<file path="src/include/pipe_trace_cfg.svh">
// pipe trace configuration
`ifndef PIPE_TRACE_CFG_SVH
`define PIPE_TRACE_CFG_SVH

//////////////////////////////////////////////////
// widths
//////////////////////////////////////////////////

// tag width, one table entry per tag value
`define PT_TAG_W 4

// number of table entries
`define PT_TAG_DEPTH (1 << `PT_TAG_W)

// free running cycle counter, wraps
`define PT_CYCLE_W 16

// per-stage stall counters, saturate at all ones
`define PT_STALL_W 4

`endif

</file>
<file path="src/pipe_trace_pkg.sv">
// pipe trace types
`include "pipe_trace_cfg.svh"

package pipe_trace_pkg;

    // one pipeline stage: occupied flag and instruction tag
    typedef struct packed {
        logic                 valid;
        logic [`PT_TAG_W-1:0] tag;
    } stage_slot_t;

    // stage occupancy as seen by the table and record builder
    typedef struct packed {
        stage_slot_t            f;
        stage_slot_t            d;
        stage_slot_t            e;
        stage_slot_t            m;
        stage_slot_t            w;
        logic [`PT_CYCLE_W-1:0] cycle;
        // valid slot held in place by stall
        logic                   stall_f;
        logic                   stall_d;
    } stage_status_t;

    //////////////////////////////////////////////////
    // instruction word views
    //////////////////////////////////////////////////

    // R/I format, destination register in [11:7]
    typedef struct packed {
        logic [6:0] funct7;
        logic [4:0] rs2;
        logic [4:0] rs1;
        logic [2:0] funct3;
        logic [4:0] rd;
        logic [6:0] opcode;
    } r_view_t;

    // S format, store offset split across [31:25] and [11:7]
    typedef struct packed {
        logic [6:0] imm_hi;
        logic [4:0] rs2;
        logic [4:0] rs1;
        logic [2:0] funct3;
        logic [4:0] imm_lo;
        logic [6:0] opcode;
    } s_view_t;

    typedef union packed {
        r_view_t r_view;
        s_view_t s_view;
    } instr_word_u;

    localparam logic [6:0] OPC_STORE  = 7'b0100011;
    localparam logic [6:0] OPC_BRANCH = 7'b1100011;

    // per-tag bookkeeping
    typedef struct packed {
        instr_word_u            word;
        logic [`PT_CYCLE_W-1:0] fetch_cycle;
        logic [`PT_STALL_W-1:0] fetch_stalls;
        logic [`PT_STALL_W-1:0] decode_stalls;
    } table_entry_t;

    typedef enum logic [1:0] {
        KIND_REG   = 2'd0,
        KIND_STORE = 2'd1,
        KIND_OTHER = 2'd2
    } trace_kind_e;

    // one record per retired instruction
    typedef struct packed {
        logic [`PT_TAG_W-1:0]   tag;
        trace_kind_e            kind;
        logic [11:0]            field;
        logic [`PT_CYCLE_W-1:0] fetch_cycle;
        logic [`PT_CYCLE_W-1:0] retire_cycle;
        logic [`PT_STALL_W-1:0] fetch_stalls;
        logic [`PT_STALL_W-1:0] decode_stalls;
        logic [31:0]            word;
    } trace_record_t;

endpackage

</file>
<file path="src/stage_tracker.sv">
// pipeline stage tracker
`timescale 1ns/10ps
`include "pipe_trace_cfg.svh"

module stage_tracker (
    input  logic                          clk,
    input  logic                          rst,
    input  logic                          fetch_valid,
    input  logic                          stall,
    input  logic                          flush,
    output pipe_trace_pkg::stage_status_t status,
    output pipe_trace_pkg::stage_slot_t   alloc
);

    pipe_trace_pkg::stage_slot_t f_slot;
    pipe_trace_pkg::stage_slot_t d_slot;
    pipe_trace_pkg::stage_slot_t e_slot;
    pipe_trace_pkg::stage_slot_t m_slot;
    pipe_trace_pkg::stage_slot_t w_slot;

    logic [`PT_TAG_W-1:0]   next_tag;
    logic [`PT_CYCLE_W-1:0] cycle;
    logic                   accept;

    // a fetch is taken only when the front end moves
    assign accept = fetch_valid & ~stall & ~flush;

    assign alloc.valid = accept;
    assign alloc.tag   = next_tag;

    //////////////////////////////////////////////////
    // stage occupancy
    //////////////////////////////////////////////////

    always_ff @(posedge clk) begin
        if (rst) begin
            f_slot <= '0;
            d_slot <= '0;
            e_slot <= '0;
            m_slot <= '0;
            w_slot <= '0;
        end else begin
            // back end always drains
            m_slot <= e_slot;
            w_slot <= m_slot;
            if (flush) begin
                // flush beats stall, front end killed
                f_slot <= '0;
                d_slot <= '0;
                e_slot <= '0;
            end else if (stall) begin
                // f and d hold, bubble into execute
                e_slot <= '0;
            end else begin
                f_slot.valid <= fetch_valid;
                f_slot.tag   <= next_tag;
                d_slot       <= f_slot;
                e_slot       <= d_slot;
            end
        end
    end

    // tag counter and cycle counter
    always_ff @(posedge clk) begin
        if (rst) begin
            next_tag <= '0;
            cycle    <= '0;
        end else begin
            cycle <= cycle + 1'b1;
            // sequential tags, wraps at table depth
            if (accept) begin
                next_tag <= next_tag + 1'b1;
            end
        end
    end

    //////////////////////////////////////////////////
    // status out
    //////////////////////////////////////////////////

    assign status.f       = f_slot;
    assign status.d       = d_slot;
    assign status.e       = e_slot;
    assign status.m       = m_slot;
    assign status.w       = w_slot;
    assign status.cycle   = cycle;
    // occupied slot that will hold this edge
    assign status.stall_f = stall & ~flush & f_slot.valid;
    assign status.stall_d = stall & ~flush & d_slot.valid;

endmodule

</file>
<file path="src/trace_table.sv">
// per-tag trace table
`timescale 1ns/10ps
`include "pipe_trace_cfg.svh"

module trace_table (
    input  logic                          clk,
    input  logic                          rst,
    input  pipe_trace_pkg::stage_slot_t   alloc,
    input  logic [31:0]                   fetch_word,
    input  pipe_trace_pkg::stage_status_t status,
    output pipe_trace_pkg::table_entry_t  rd_entry
);

    localparam int DEPTH = `PT_TAG_DEPTH;

    pipe_trace_pkg::table_entry_t entries [DEPTH];

    logic [`PT_STALL_W-1:0] f_stalls_cur;
    logic [`PT_STALL_W-1:0] d_stalls_cur;
    logic [`PT_STALL_W-1:0] f_stalls_nxt;
    logic [`PT_STALL_W-1:0] d_stalls_nxt;
    logic [`PT_CYCLE_W-1:0] f_cycle;

    //////////////////////////////////////////////////
    // stall counter update
    //////////////////////////////////////////////////

    // current counts of the instructions in f and d
    assign f_stalls_cur = entries[status.f.tag].fetch_stalls;
    assign d_stalls_cur = entries[status.d.tag].decode_stalls;

    // saturate at all ones so a long stall never wraps
    assign f_stalls_nxt = (&f_stalls_cur) ? f_stalls_cur : f_stalls_cur + 1'b1;
    assign d_stalls_nxt = (&d_stalls_cur) ? d_stalls_cur : d_stalls_cur + 1'b1;

    // new fetch sits in f during the next cycle
    assign f_cycle = status.cycle + 1'b1;

    //////////////////////////////////////////////////
    // writes
    //////////////////////////////////////////////////

    // f and d never share a tag and alloc never coincides with a stall,
    // so the three writes land on distinct entries
    always_ff @(posedge clk) begin
        if (!rst) begin
            if (alloc.valid) begin
                entries[alloc.tag].word          <= fetch_word;
                entries[alloc.tag].fetch_cycle   <= f_cycle;
                entries[alloc.tag].fetch_stalls  <= '0;
                entries[alloc.tag].decode_stalls <= '0;
            end
            if (status.stall_f) begin
                entries[status.f.tag].fetch_stalls <= f_stalls_nxt;
            end
            if (status.stall_d) begin
                entries[status.d.tag].decode_stalls <= d_stalls_nxt;
            end
        end
    end

    //////////////////////////////////////////////////
    // read port
    //////////////////////////////////////////////////

    // asynchronous read at the write-back tag
    assign rd_entry = entries[status.w.tag];

endmodule

</file>
<file path="src/trace_record_builder.sv">
// trace record builder
`timescale 1ns/10ps

module trace_record_builder (
    input  logic                          clk,
    input  logic                          rst,
    input  pipe_trace_pkg::stage_status_t status,
    input  pipe_trace_pkg::table_entry_t  rd_entry,
    output logic                          trace_valid,
    output pipe_trace_pkg::trace_record_t trace
);

    pipe_trace_pkg::instr_word_u   word;
    pipe_trace_pkg::trace_record_t rec;

    //////////////////////////////////////////////////
    // decode
    //////////////////////////////////////////////////

    always_comb begin
        word = rd_entry.word;

        rec.tag           = status.w.tag;
        rec.fetch_cycle   = rd_entry.fetch_cycle;
        // w is occupied in the current cycle
        rec.retire_cycle  = status.cycle;
        rec.fetch_stalls  = rd_entry.fetch_stalls;
        rec.decode_stalls = rd_entry.decode_stalls;
        rec.word          = word;

        if (word.s_view.opcode == pipe_trace_pkg::OPC_STORE) begin
            // store offset rebuilt from the split immediate
            rec.kind  = pipe_trace_pkg::KIND_STORE;
            rec.field = {word.s_view.imm_hi, word.s_view.imm_lo};
        end else if (word.r_view.opcode == pipe_trace_pkg::OPC_BRANCH ||
                     word.r_view.rd == 5'd0) begin
            // no architectural destination
            rec.kind  = pipe_trace_pkg::KIND_OTHER;
            rec.field = '0;
        end else begin
            rec.kind  = pipe_trace_pkg::KIND_REG;
            rec.field = {7'd0, word.r_view.rd};
        end
    end

    //////////////////////////////////////////////////
    // output register
    //////////////////////////////////////////////////

    // one pulse per retiring instruction
    always_ff @(posedge clk) begin
        if (rst) begin
            trace_valid <= 1'b0;
        end else begin
            trace_valid <= status.w.valid;
        end
    end

    // payload only loads on a retire
    always_ff @(posedge clk) begin
        if (status.w.valid) begin
            trace <= rec;
        end
    end

endmodule

</file>
<file path="src/pipe_trace_top.sv">
// pipe trace top level
`timescale 1ns/10ps

module pipe_trace_top (
    input  logic                          clk,
    input  logic                          rst,
    input  logic                          fetch_valid,
    input  logic [31:0]                   fetch_word,
    input  logic                          stall,
    input  logic                          flush,
    output logic                          trace_valid,
    output pipe_trace_pkg::trace_record_t trace
);

    pipe_trace_pkg::stage_status_t status;
    pipe_trace_pkg::stage_slot_t   alloc;
    pipe_trace_pkg::table_entry_t  rd_entry;

    //////////////////////////////////////////////////
    // occupancy and tags
    //////////////////////////////////////////////////

    stage_tracker u_stage_tracker (
        .clk         (clk),
        .rst         (rst),
        .fetch_valid (fetch_valid),
        .stall       (stall),
        .flush       (flush),
        .status      (status),
        .alloc       (alloc)
    );

    // per-tag store, runs beside the tracker
    trace_table u_trace_table (
        .clk        (clk),
        .rst        (rst),
        .alloc      (alloc),
        .fetch_word (fetch_word),
        .status     (status),
        .rd_entry   (rd_entry)
    );

    //////////////////////////////////////////////////
    // record out
    //////////////////////////////////////////////////

    trace_record_builder u_trace_record_builder (
        .clk         (clk),
        .rst         (rst),
        .status      (status),
        .rd_entry    (rd_entry),
        .trace_valid (trace_valid),
        .trace       (trace)
    );

endmodule

</file>
<file path="config.mk">
export PLATFORM = sky130hd
export DESIGN_NAME = pipe_trace_top
export DESIGN_NICKNAME = d
export VERILOG_FILES = /design/src/pipe_trace_pkg.sv /design/src/stage_tracker.sv /design/src/trace_table.sv /design/src/trace_record_builder.sv /design/src/pipe_trace_top.sv
export VERILOG_INCLUDE_DIRS = /design/src /design/src/include
export SDC_FILE = /design/constraint.sdc
export NUM_CORES = 1
export LEC_CHECK = 0
export BUFFER_PORTS_ARGS = -buffer_cell sky130_fd_sc_hd__buf_2
export CORE_UTILIZATION = 56
export CTS_CLUSTER_SIZE = 28
export DETAILED_ROUTE_END_ITERATION = 7
export PLACE_DENSITY_LB_ADDON = 0.3
export RECOVER_POWER = 50
export REMOVE_ABC_BUFFERS = 1
export SETUP_SLACK_MARGIN = 0.4
export SYNTH_ARGS = -nofsm -noshare
export SYNTH_HDL_FRONTEND = slang
export SYNTH_SLANG_ARGS = --single-unit
</file>
<file path="constraint.sdc">
create_clock -name clk -period 4.4 [get_ports clk]
set_clock_uncertainty 0.15 [all_clocks]
set_input_delay 0.88 -clock clk [delete_from_list [all_inputs] [get_ports clk]]
set_output_delay 0.88 -clock clk [all_outputs]
set_load 0.005 [all_outputs]
</file>
# ---- Word-level counts from Yosys, hierarchy flattened
# Memory sizes are Yosys's and may differ from the RTL's. A register that Yosys moved wholly into a read port is not among the register bits.
# Index checks and enable logic that the tools add are counted.
dict set report op_classes {
  n_eq_ne 2
  add_sub_neg 4
  n_bitwise 7
  reduce_logical 7
  mux 21
}
# operator count
set ops {}
lappend ops {{$mux W56} 1}
lappend ops {{$reduce_or A56 Y1} 1}
lappend ops {{$mux W4} 8}
lappend ops {{$add A16 B1 Y16 const B} 1}
lappend ops {{$mux W14} 1}
lappend ops {{$add A4 B1 Y4 const B} 3}
lappend ops {{$mux W12} 1}
lappend ops {{$mux W1} 9}
lappend ops {{$reduce_and A4 Y1} 2}
lappend ops {{$eq A7 B6 Y1 const B} 1}
lappend ops {{$eq A7 B7 Y1 const B} 1}
lappend ops {{$and A1 B1 Y1} 5}
lappend ops {{$logic_not A5 Y1} 1}
lappend ops {{$reduce_or A3 Y1} 1}
lappend ops {{$mux W2} 1}
lappend ops {{$not A1 Y1} 2}
lappend ops {{$reduce_or A2 Y1} 1}
lappend ops {{$logic_or A1 B1 Y1} 1}
dict set report word_totals {
  elab_cells 63
  mem_bits_rw 896
  regBits 136
  mem_count 1
}
# name depth word_bits rd rd_ports_with_merged_regs write_ports line_no
set memory_table {}
lappend memory_table {u_trace_table.entries 16 56 3 3 2 trace_table.sv:16} ;# pipe_trace_pkg::table_entry_t entries [DEPTH];

# ---- Depth between registers and ports, before layout
# Gate-level depths: netlist of run 1.
dict set report logic_depth {
  depth_word 8
  depth_mapped 10
}

# ---- Modules after synthesis
# Synthesis of run 1 repeated with hierarchy kept, for this count alone.
dict set report hier_totals {
  cells_unflattened 1917
  hier_area_um2 40775.4
}
# module area_per_inst_um2 seq_area_each_um2 n_inst cells_per_inst
set modules_own_cells {}
lappend modules_own_cells {trace_table 36217.2 26905.8 1 1639}
lappend modules_own_cells {trace_record_builder 2874.0 2722.6 1 110}
lappend modules_own_cells {stage_tracker 1684.1 900.9 1 168}

# ---- Worst setup path after synthesis of run 1
# OpenSTA, ideal clock, no wires.
dict set report synth_path {
  path_kind {input port to flip-flop}
  startpoint {input port stall}
  endpoint {memory u_trace_table.entries[7][10] (netlist name), enable pin}
  arrival_ns 4.078
  stages 7
  setup_time_ns 0.454
  slack_ns -0.282
  path_buffers 2
  cell_sequence {nor3b_1 nand2_1 clkbuf_1 a31oi_1 or2_2 clkbuf_1 nor2_1}
}
# element line_no
set synth_rtl {}
lappend synth_rtl {{start: declaration} pipe_trace_top.sv:9} ;# input logic stall,
lappend synth_rtl {{end: declaration} trace_table.sv:16}

==> results_dict.tcl, run 1 <==
set metrics [dict create \
    status "finished, violations left" \
    violations "max-capacitance violations, max-slew violations" \
    routabilityCongestion 0.838 \
    crit_path_max_fanout 76 \
    cpMostUsedCell "mux4_2" \
    worst_slew_pin_slew_ps 2570 \
    wirelength_um 87400 \
    peakVddDrop_uv 377 \
    coreArea_um2 71400 \
    num_vias 19600 \
    rsz0062_at_grt "false" \
    power_density_nw_per_um2 426 \
    grt_pass1_wl_um 131000 \
    avgViaCountPerCell 6.32 \
    arrival_ps 4270 \
    cts_tree "yes" \
    hold_viol 0 \
    yosysTopAreaCell "edfxtp_1" \
    crit-reg2reg-launch "u_stage_tracker.status[19]$_SDFF_PP0_" \
    cts.path.max_buffers 3 \
    dr.pass1.iters 5 \
    crit_type "register to register" \
    clock-sinks 1040 \
    hold_buffers 0 \
    synth_compound_area_frac 0.0120 \
    io_pins 128 \
    synth-simple-area-share 0.0387 \
    drc 0 \
    track_usage 0.244 \
    rows 98 \
    first_iter_violations 2341 \
    critPathMaxStageDelay_ps 1470 \
    fin_tns_setup_ps 0 \
    postSynthAreaPerCell_um2 21.7 \
    cts_setup_buffers 0 \
    portBuffers 127 \
    period_minus_slack_ps 4050 \
    placed_cells 2912 \
    cp-start-kind "register" \
    cp_slowest_cell "dfxtp_1" \
    startpoint "u_stage_tracker.status[19]$_SDFF_PP0_" \
    cts_resized 0 \
    antennaDiodeCount 0 \
    cts_made_buffers 102 \
    clock_latency_ps 670 \
    synth_xor_area_frac 0.00431 \
    mostFrequentLayoutCells "edfxtp_1 (986), mux4_2 (303), nor2_1 (119), clkbuf_16 (102), clkbuf_1 (79)" \
    synthCells 1860 \
    ant_nets 0 \
    power.leakage_nw 14.4 \
    required_ps 4620 \
    drive_above_1_share 0.293 \
    fin_nets 2108 \
    mostFrequentLayoutCell "edfxtp_1" \
    synth_mux_area_frac 0.170 \
    synth_edf_count 986 \
    synth_top_area_share 0.734 \
    seq_area_frac_synth 0.761 \
    setup_viol 0 \
    antenna_found_initial 2 \
    finalCritPeriodShare 0.920 \
    yosys_most_used_dff "edfxtp_1" \
    cts_max_level 3 \
    end_kind "register" \
    fp.dieArea_um2 73100 \
    die_x_um 270 \
    hp-start "u_stage_tracker.status[26]$_SDFF_PP0_" \
    synth_adder_area_share 0.00124 \
    ctsRootBufferMaster "clkbuf_16" \
    avgRoutedWirePerCell_um 28.2 \
    async_flop_share 0 \
    clkTransAtPathRegs_ps 60 \
    synth_top_family_by_area "multiplexers" \
    synth-seq-cells 1040 \
    drv_cap 4 \
    finalNonFillerCells 3104 \
    slew_viol_final 153 \
    yosysWarnings 0 \
    netlist_area_um2 40300 \
    die_y_um 270 \
    min_path_type "register to register" \
    area_growth_pct 13.7 \
    synth.distinct_cells 46 \
    hpwl_um 50800 \
    relSlewSlack -0.714 \
    grt_remaining_overflow 0 \
    initial_utilization 0.565 \
    crit_chain "buf_4 > mux4_2 > mux4_2" \
    grt_max_degree 77 \
    synthTopCellsByArea "edfxtp_1 (73%), mux4_2 (17%), dfxtp_1 (2.7%)" \
    fmax_mhz 247 \
    grt_pass1_vias 20300 \
]
## report_power, final
part | switching [mW] | total, mW | leakage, nW | internal, mW
Sequential | 0.0104 | 10.8 | 9.61 | 10.8
Clock | 3.65 | 8.53 | 1.62 | 4.88
Combinational | 0.152 | 0.205 | 3.18 | 0.0534
Total | 3.81 | 19.5 | 14.4 | 15.7
## area by class of cell
class,instances,area (um2)
sequential,1040,30700
fill,4674,25500
multi-input combinational,715,9250
clock buffer,124,2690
timing repair buffer,197,1390
tap,950,1190
clock inverter,67,609
inverter,11,41.3
## registers in the layout (all words and copies together) (netlist names), named ones only
signal	count
u_trace_table.entries	896
u_trace_record_builder.trace	90
u_stage_tracker.status	25
u_stage_tracker.cycle	16
u_stage_tracker.next_tag	4
u_trace_record_builder.trace_valid	1
## cells by family (layout without fill, tap and decap cells)
logic type / count (synthesis) / count (layout)
simple gates: 319 / 319
compound gates: 67 / 67
mux: 306 / 306
flops: 1040 / 1040
xor+xnor: 19 / 19
fa+ha+maj: 4 / 4
buf+inv: 105 / 399
## stage by stage
step	power, mW	cell area (um2)	setup WS (ps)	utilization	hold slack (ps)
6_report	19.5	45900	353	0.643	286
5_1_grt	20.0	45900	259	0.643	297
4_1_cts	19.7	46000	747	0.644	285
3_5_place_dp	11.2	42700	536	0.598	271
3_3_place_gp	11.2	42700	683	0.598	269
2_1_floorplan	11.1	39900	-6700	-	264
## synth_stat cells, types with 2 or more instances
cell      instances
a21oi_1           2
a22o_1           15
a22oi_1          15
a22oi_2           4
a31oi_1           9
and2_1           48
and3_1            3
and4_1            5
buf_1             8
buf_2            29
buf_4             4
buf_6             7
clkbuf_1         45
dfxtp_1          54
edfxtp_1        986
ha_1              4
inv_1            11
mux2i_1           2
mux4_2          303
nand2_1          44
nand2b_1          4
nand3_1          19
nand4_1           4
nor2_1          135
nor2_2           10
nor2b_1          20
nor3_1            8
nor3b_1           8
o21ai_0          18
or2_2             4
xnor2_1           6
xor2_1           12
## worst max-delay path, delay by kind of cell (launching register included)
family   cells  cell delay, ps
mux          2            1000
flops        1            1470
buf+inv      1            1020
## final timing paths
path | to | slack, ps | depth (start not counted)
max reg2reg | u_trace_record_builder.trace[58]$_DFFE_PP_ | 350 | 3
min | u_stage_tracker.status[21]$_SDFF_PP0_ | 290 | 1
max | u_trace_record_builder.trace[58]$_DFFE_PP_ | 350 | 3
min reg2reg | u_stage_tracker.status[21]$_SDFF_PP0_ | 290 | 1
## layer usage
layer	vias up	wire [um]	global-route usage
li1	8139	-	-
met4	0	1830	0.0666
met3	116	6500	0.0373
met5	-	0	0
met2	910	44700	0.409
met1	10400	34400	0.338
No activity file was read; power rests on OpenSTA's default activity.
==> run 2: changes to the inputs <==
--- a/config.mk
+++ b/config.mk
@@ -6,6 +6,7 @@
 export SDC_FILE = /design/constraint.sdc
 export NUM_CORES = 1
 export LEC_CHECK = 0
+export ABC_AREA = 1
 export BUFFER_PORTS_ARGS = -buffer_cell sky130_fd_sc_hd__buf_2
 export CORE_UTILIZATION = 56
 export CTS_CLUSTER_SIZE = 28
==> results_dict.tcl, run 2 <==
set metrics [dict create \
    yosysTopAreaCell "edfxtp_1" \
    finalNonFillerCells 4643 \
    hp-start "u_stage_tracker.status[27]$_SDFF_PP0_" \
    cts.path.max_buffers 3 \
    cp_slowest_cell "clkbuf_2" \
    yosysWarnings 0 \
    worst_slew_pin_slew_ps 2030 \
    routabilityCongestion 0.870 \
    placed_cells 4451 \
    num_vias 27900 \
    total_power_mw 19.8 \
    min_delay_worst_endpoint "u_stage_tracker.status[22]$_SDFF_PP0_" \
    crit_chain "clkbuf_2 > o21ai_0 > o221ai_1 > nand3_1 > nand2_1 > inv_1 > nor2_1" \
    r2r_cells 7 \
    mostFrequentLayoutCells "edfxtp_1 (986), nor2_1 (502), nand2_1 (423), o21ai_0 (423), inv_1 (236)" \
    grt_pass1_vias 26900 \
    seq_area_frac_synth 0.719 \
    clkTransAtPathRegs_ps 60 \
    p_int_mw 15.8 \
    hold_buffers 0 \
    first_iter_violations 3629 \
    fin_tns_setup_ps 0 \
    cp-start-kind "register" \
    arrival_ps 4130 \
    wirelength_um 106000 \
    fin_nets 3628 \
    setup_viol 0 \
    end_kind "register" \
    yosys_most_used_dff "edfxtp_1" \
    initial_utilization 0.569 \
    antenna_found_initial 1 \
    clockPowerShare 0.442 \
    synth_commonest_cells "edfxtp_1 (986), nor2_1 (515), o21ai_0 (418), nand2_1 (416), inv_1 (236)" \
    drive_above_1_share 0.105 \
    grt_max_degree 206 \
    postSynthAreaPerCell_um2 12.2 \
    io_pins 128 \
    grt_remaining_overflow 0 \
    synthCells 3508 \
    coreArea_um2 74900 \
    finalCritPeriodShare 0.852 \
    largest_register "u_trace_table.entries" \
    avgRoutedWirePerCell_um 22.9 \
    synth.distinct_cells 45 \
    synth_top_area_share 0.694 \
    largest_register_ffs 896 \
    drv_cap 5 \
    seqPwrFrac 0.545 \
    power_density_nw_per_um2 417 \
    crit_path_max_fanout 82 \
    dr.pass1.iters 6 \
    cts_setup_buffers 0 \
    hold_viol 0 \
    min_path_cells 2 \
    grt_pass1_wl_um 161000 \
    fp.dieArea_um2 77300 \
    die_y_um 278 \
    min_path_type "register to register" \
    synth-seq-cells 1040 \
    fmax_mhz 267 \
    clock-sinks 1040 \
    status "finished, violations left" \
    avgViaCountPerCell 6.01 \
    synth_most_common_cell "edfxtp_1" \
    cts_made_buffers 103 \
    netlist_area_um2 42700 \
    crit_type "register to register" \
    portBuffers 127 \
    power.leakage_nw 16.5 \
    ant_nets 0 \
    required_ps 4790 \
    cts_tree "yes" \
    clock_latency_ps 680 \
    ctsRootBufferMaster "clkbuf_16" \
    area_growth_pct 11.4 \
    period_minus_slack_ps 3750 \
    switching_power_mw 3.96 \
    track_usage 0.274 \
    drc 0 \
    hpwl_um 59900 \
    mostFrequentLayoutCell "edfxtp_1" \
    synthTopCellsByArea "edfxtp_1 (69%), o21ai_0 (4.9%), nor2_1 (4.5%)" \
    slew_viol_final 221 \
    critPathMaxStageDelay_ps 1450 \
    violations "max-capacitance violations, max-slew violations" \
    peakVddDrop_uv 325 \
    async_flop_share 0 \
    swShare 0.200 \
    cts_max_level 3 \
    comb_power_share 0.012 \
    rows 100 \
    cts_resized 0 \
    hold-worst-slack_ps 250 \
    die_x_um 278 \
    relSlewSlack -0.356 \
    rsz0062_at_grt "false" \
    r2r_end "u_trace_record_builder.trace[77]$_SDFFCE_PN0P_" \
    synth_edf_count 986 \
    rrSetupSlack_ps 650 \
    crit-reg2reg-launch "u_stage_tracker.status[19]$_SDFF_PP0_" \
    utilization 0.634 \
]
run 2: cell types whose count changed after synthesis, sizes merged, moves of 44 or more:
cell / previous run / this run
o21ai: 18 / 454
nand2: 45 / 440
nor2: 145 / 531
mux4: 303 / 0
inv: 11 / 249
nand3: 20 / 206
o221ai: 0 / 124
o211ai: 0 / 81
a21oi: 2 / 77
clkbuf: 45 / 112
buf: 49 / 112
and2: 48 / 0
o22ai: 0 / 44
run 2: cells by family (layout without fill, tap and decap cells):
kind of cell | after synthesis | count (layout) | synth area share
simple gates | 1196 | 1196 | 0.116
flops | 1040 | 1040 | 0.719
compound gates | 781 | 781 | 0.110
buf+inv | 476 | 641 | 0.0507
xor+xnor | 11 | 11 | 0.00226
fa+ha+maj | 4 | 4 | 0.00117
other cells | 0 | 1 | 0
run 2: layout make-up:
type / instances / area (um2)
flip-flops and latches: 1040 / 30700
diodes: 1 / 2.50
clock inverters: 72 / 736
inverters: 252 / 966
repair buffers: 198 / 1360
fillers: 5477 / 27400
well taps: 969 / 1210
multi-input cells: 1992 / 9890
clock buffers: 119 / 2660
run 2: worst max-delay path, delay by kind of cell, from the launching register on:
| kind | cells | cell delay, ps |
|---|---|---|
| compound gates | 2 | 900 |
| buf+inv | 2 | 1500 |
| flops | 1 | 580 |
| simple gates | 3 | 470 |
run 2: power by group through the flow:
stage               combinational, mW  clock (mW)  sequential (mW)
floorplan                       0.128           0             11.0
global placement                0.245           0             11.0
detailed placement              0.250           0             11.0
CTS                             0.251        8.83             10.8
global route                    0.270        9.20             10.8
finish                          0.246        8.76             10.8
run 2: worst max-delay path by stage:
| stage | from | endpoint | cells after the start |
|---|---|---|---|
| global route | u_stage_tracker.status[19]$_SDFF_PP0_ | u_trace_record_builder.trace[72]$_DFFE_PP_ | 10 |
| global placement | rst | u_trace_table.entries[3][19]$_DFFE_PP_ | 13 |
| CTS | register | u_trace_table.entries[4][4]$_DFFE_PP_ | 11 |
| floorplan | u_stage_tracker.status[18]$_SDFF_PP0_ | u_trace_record_builder.trace[72]$_DFFE_PP_ | 11 |
| detailed placement | rst | u_trace_table.entries[3][19]$_DFFE_PP_ | 13 |
| finish | u_stage_tracker.status[19]$_SDFF_PP0_ | u_trace_record_builder.trace[77]$_SDFFCE_PN0P_ | 7 |
run 2: routing by layer:
| layer | vias up | wire length, um | GRT usage |
|---|---|---|---|
| met5 | - | 13 | 0 |
| met4 | 2 | 2870 | 0.0846 |
| met3 | 206 | 9570 | 0.0482 |
| met2 | 1411 | 51300 | 0.444 |
| met1 | 13600 | 42600 | 0.381 |
| li1 | 12700 | - | - |
run 2: through the flow:
stage / instance area [um2] / setup WS [ps]
3_3_place_gp: 44300 / 731
4_1_cts: 47700 / 1180
2_1_floorplan: 41400 / -12980
6_report: 47500 / 653
3_5_place_dp: 44300 / 699
5_1_grt: 47500 / 563
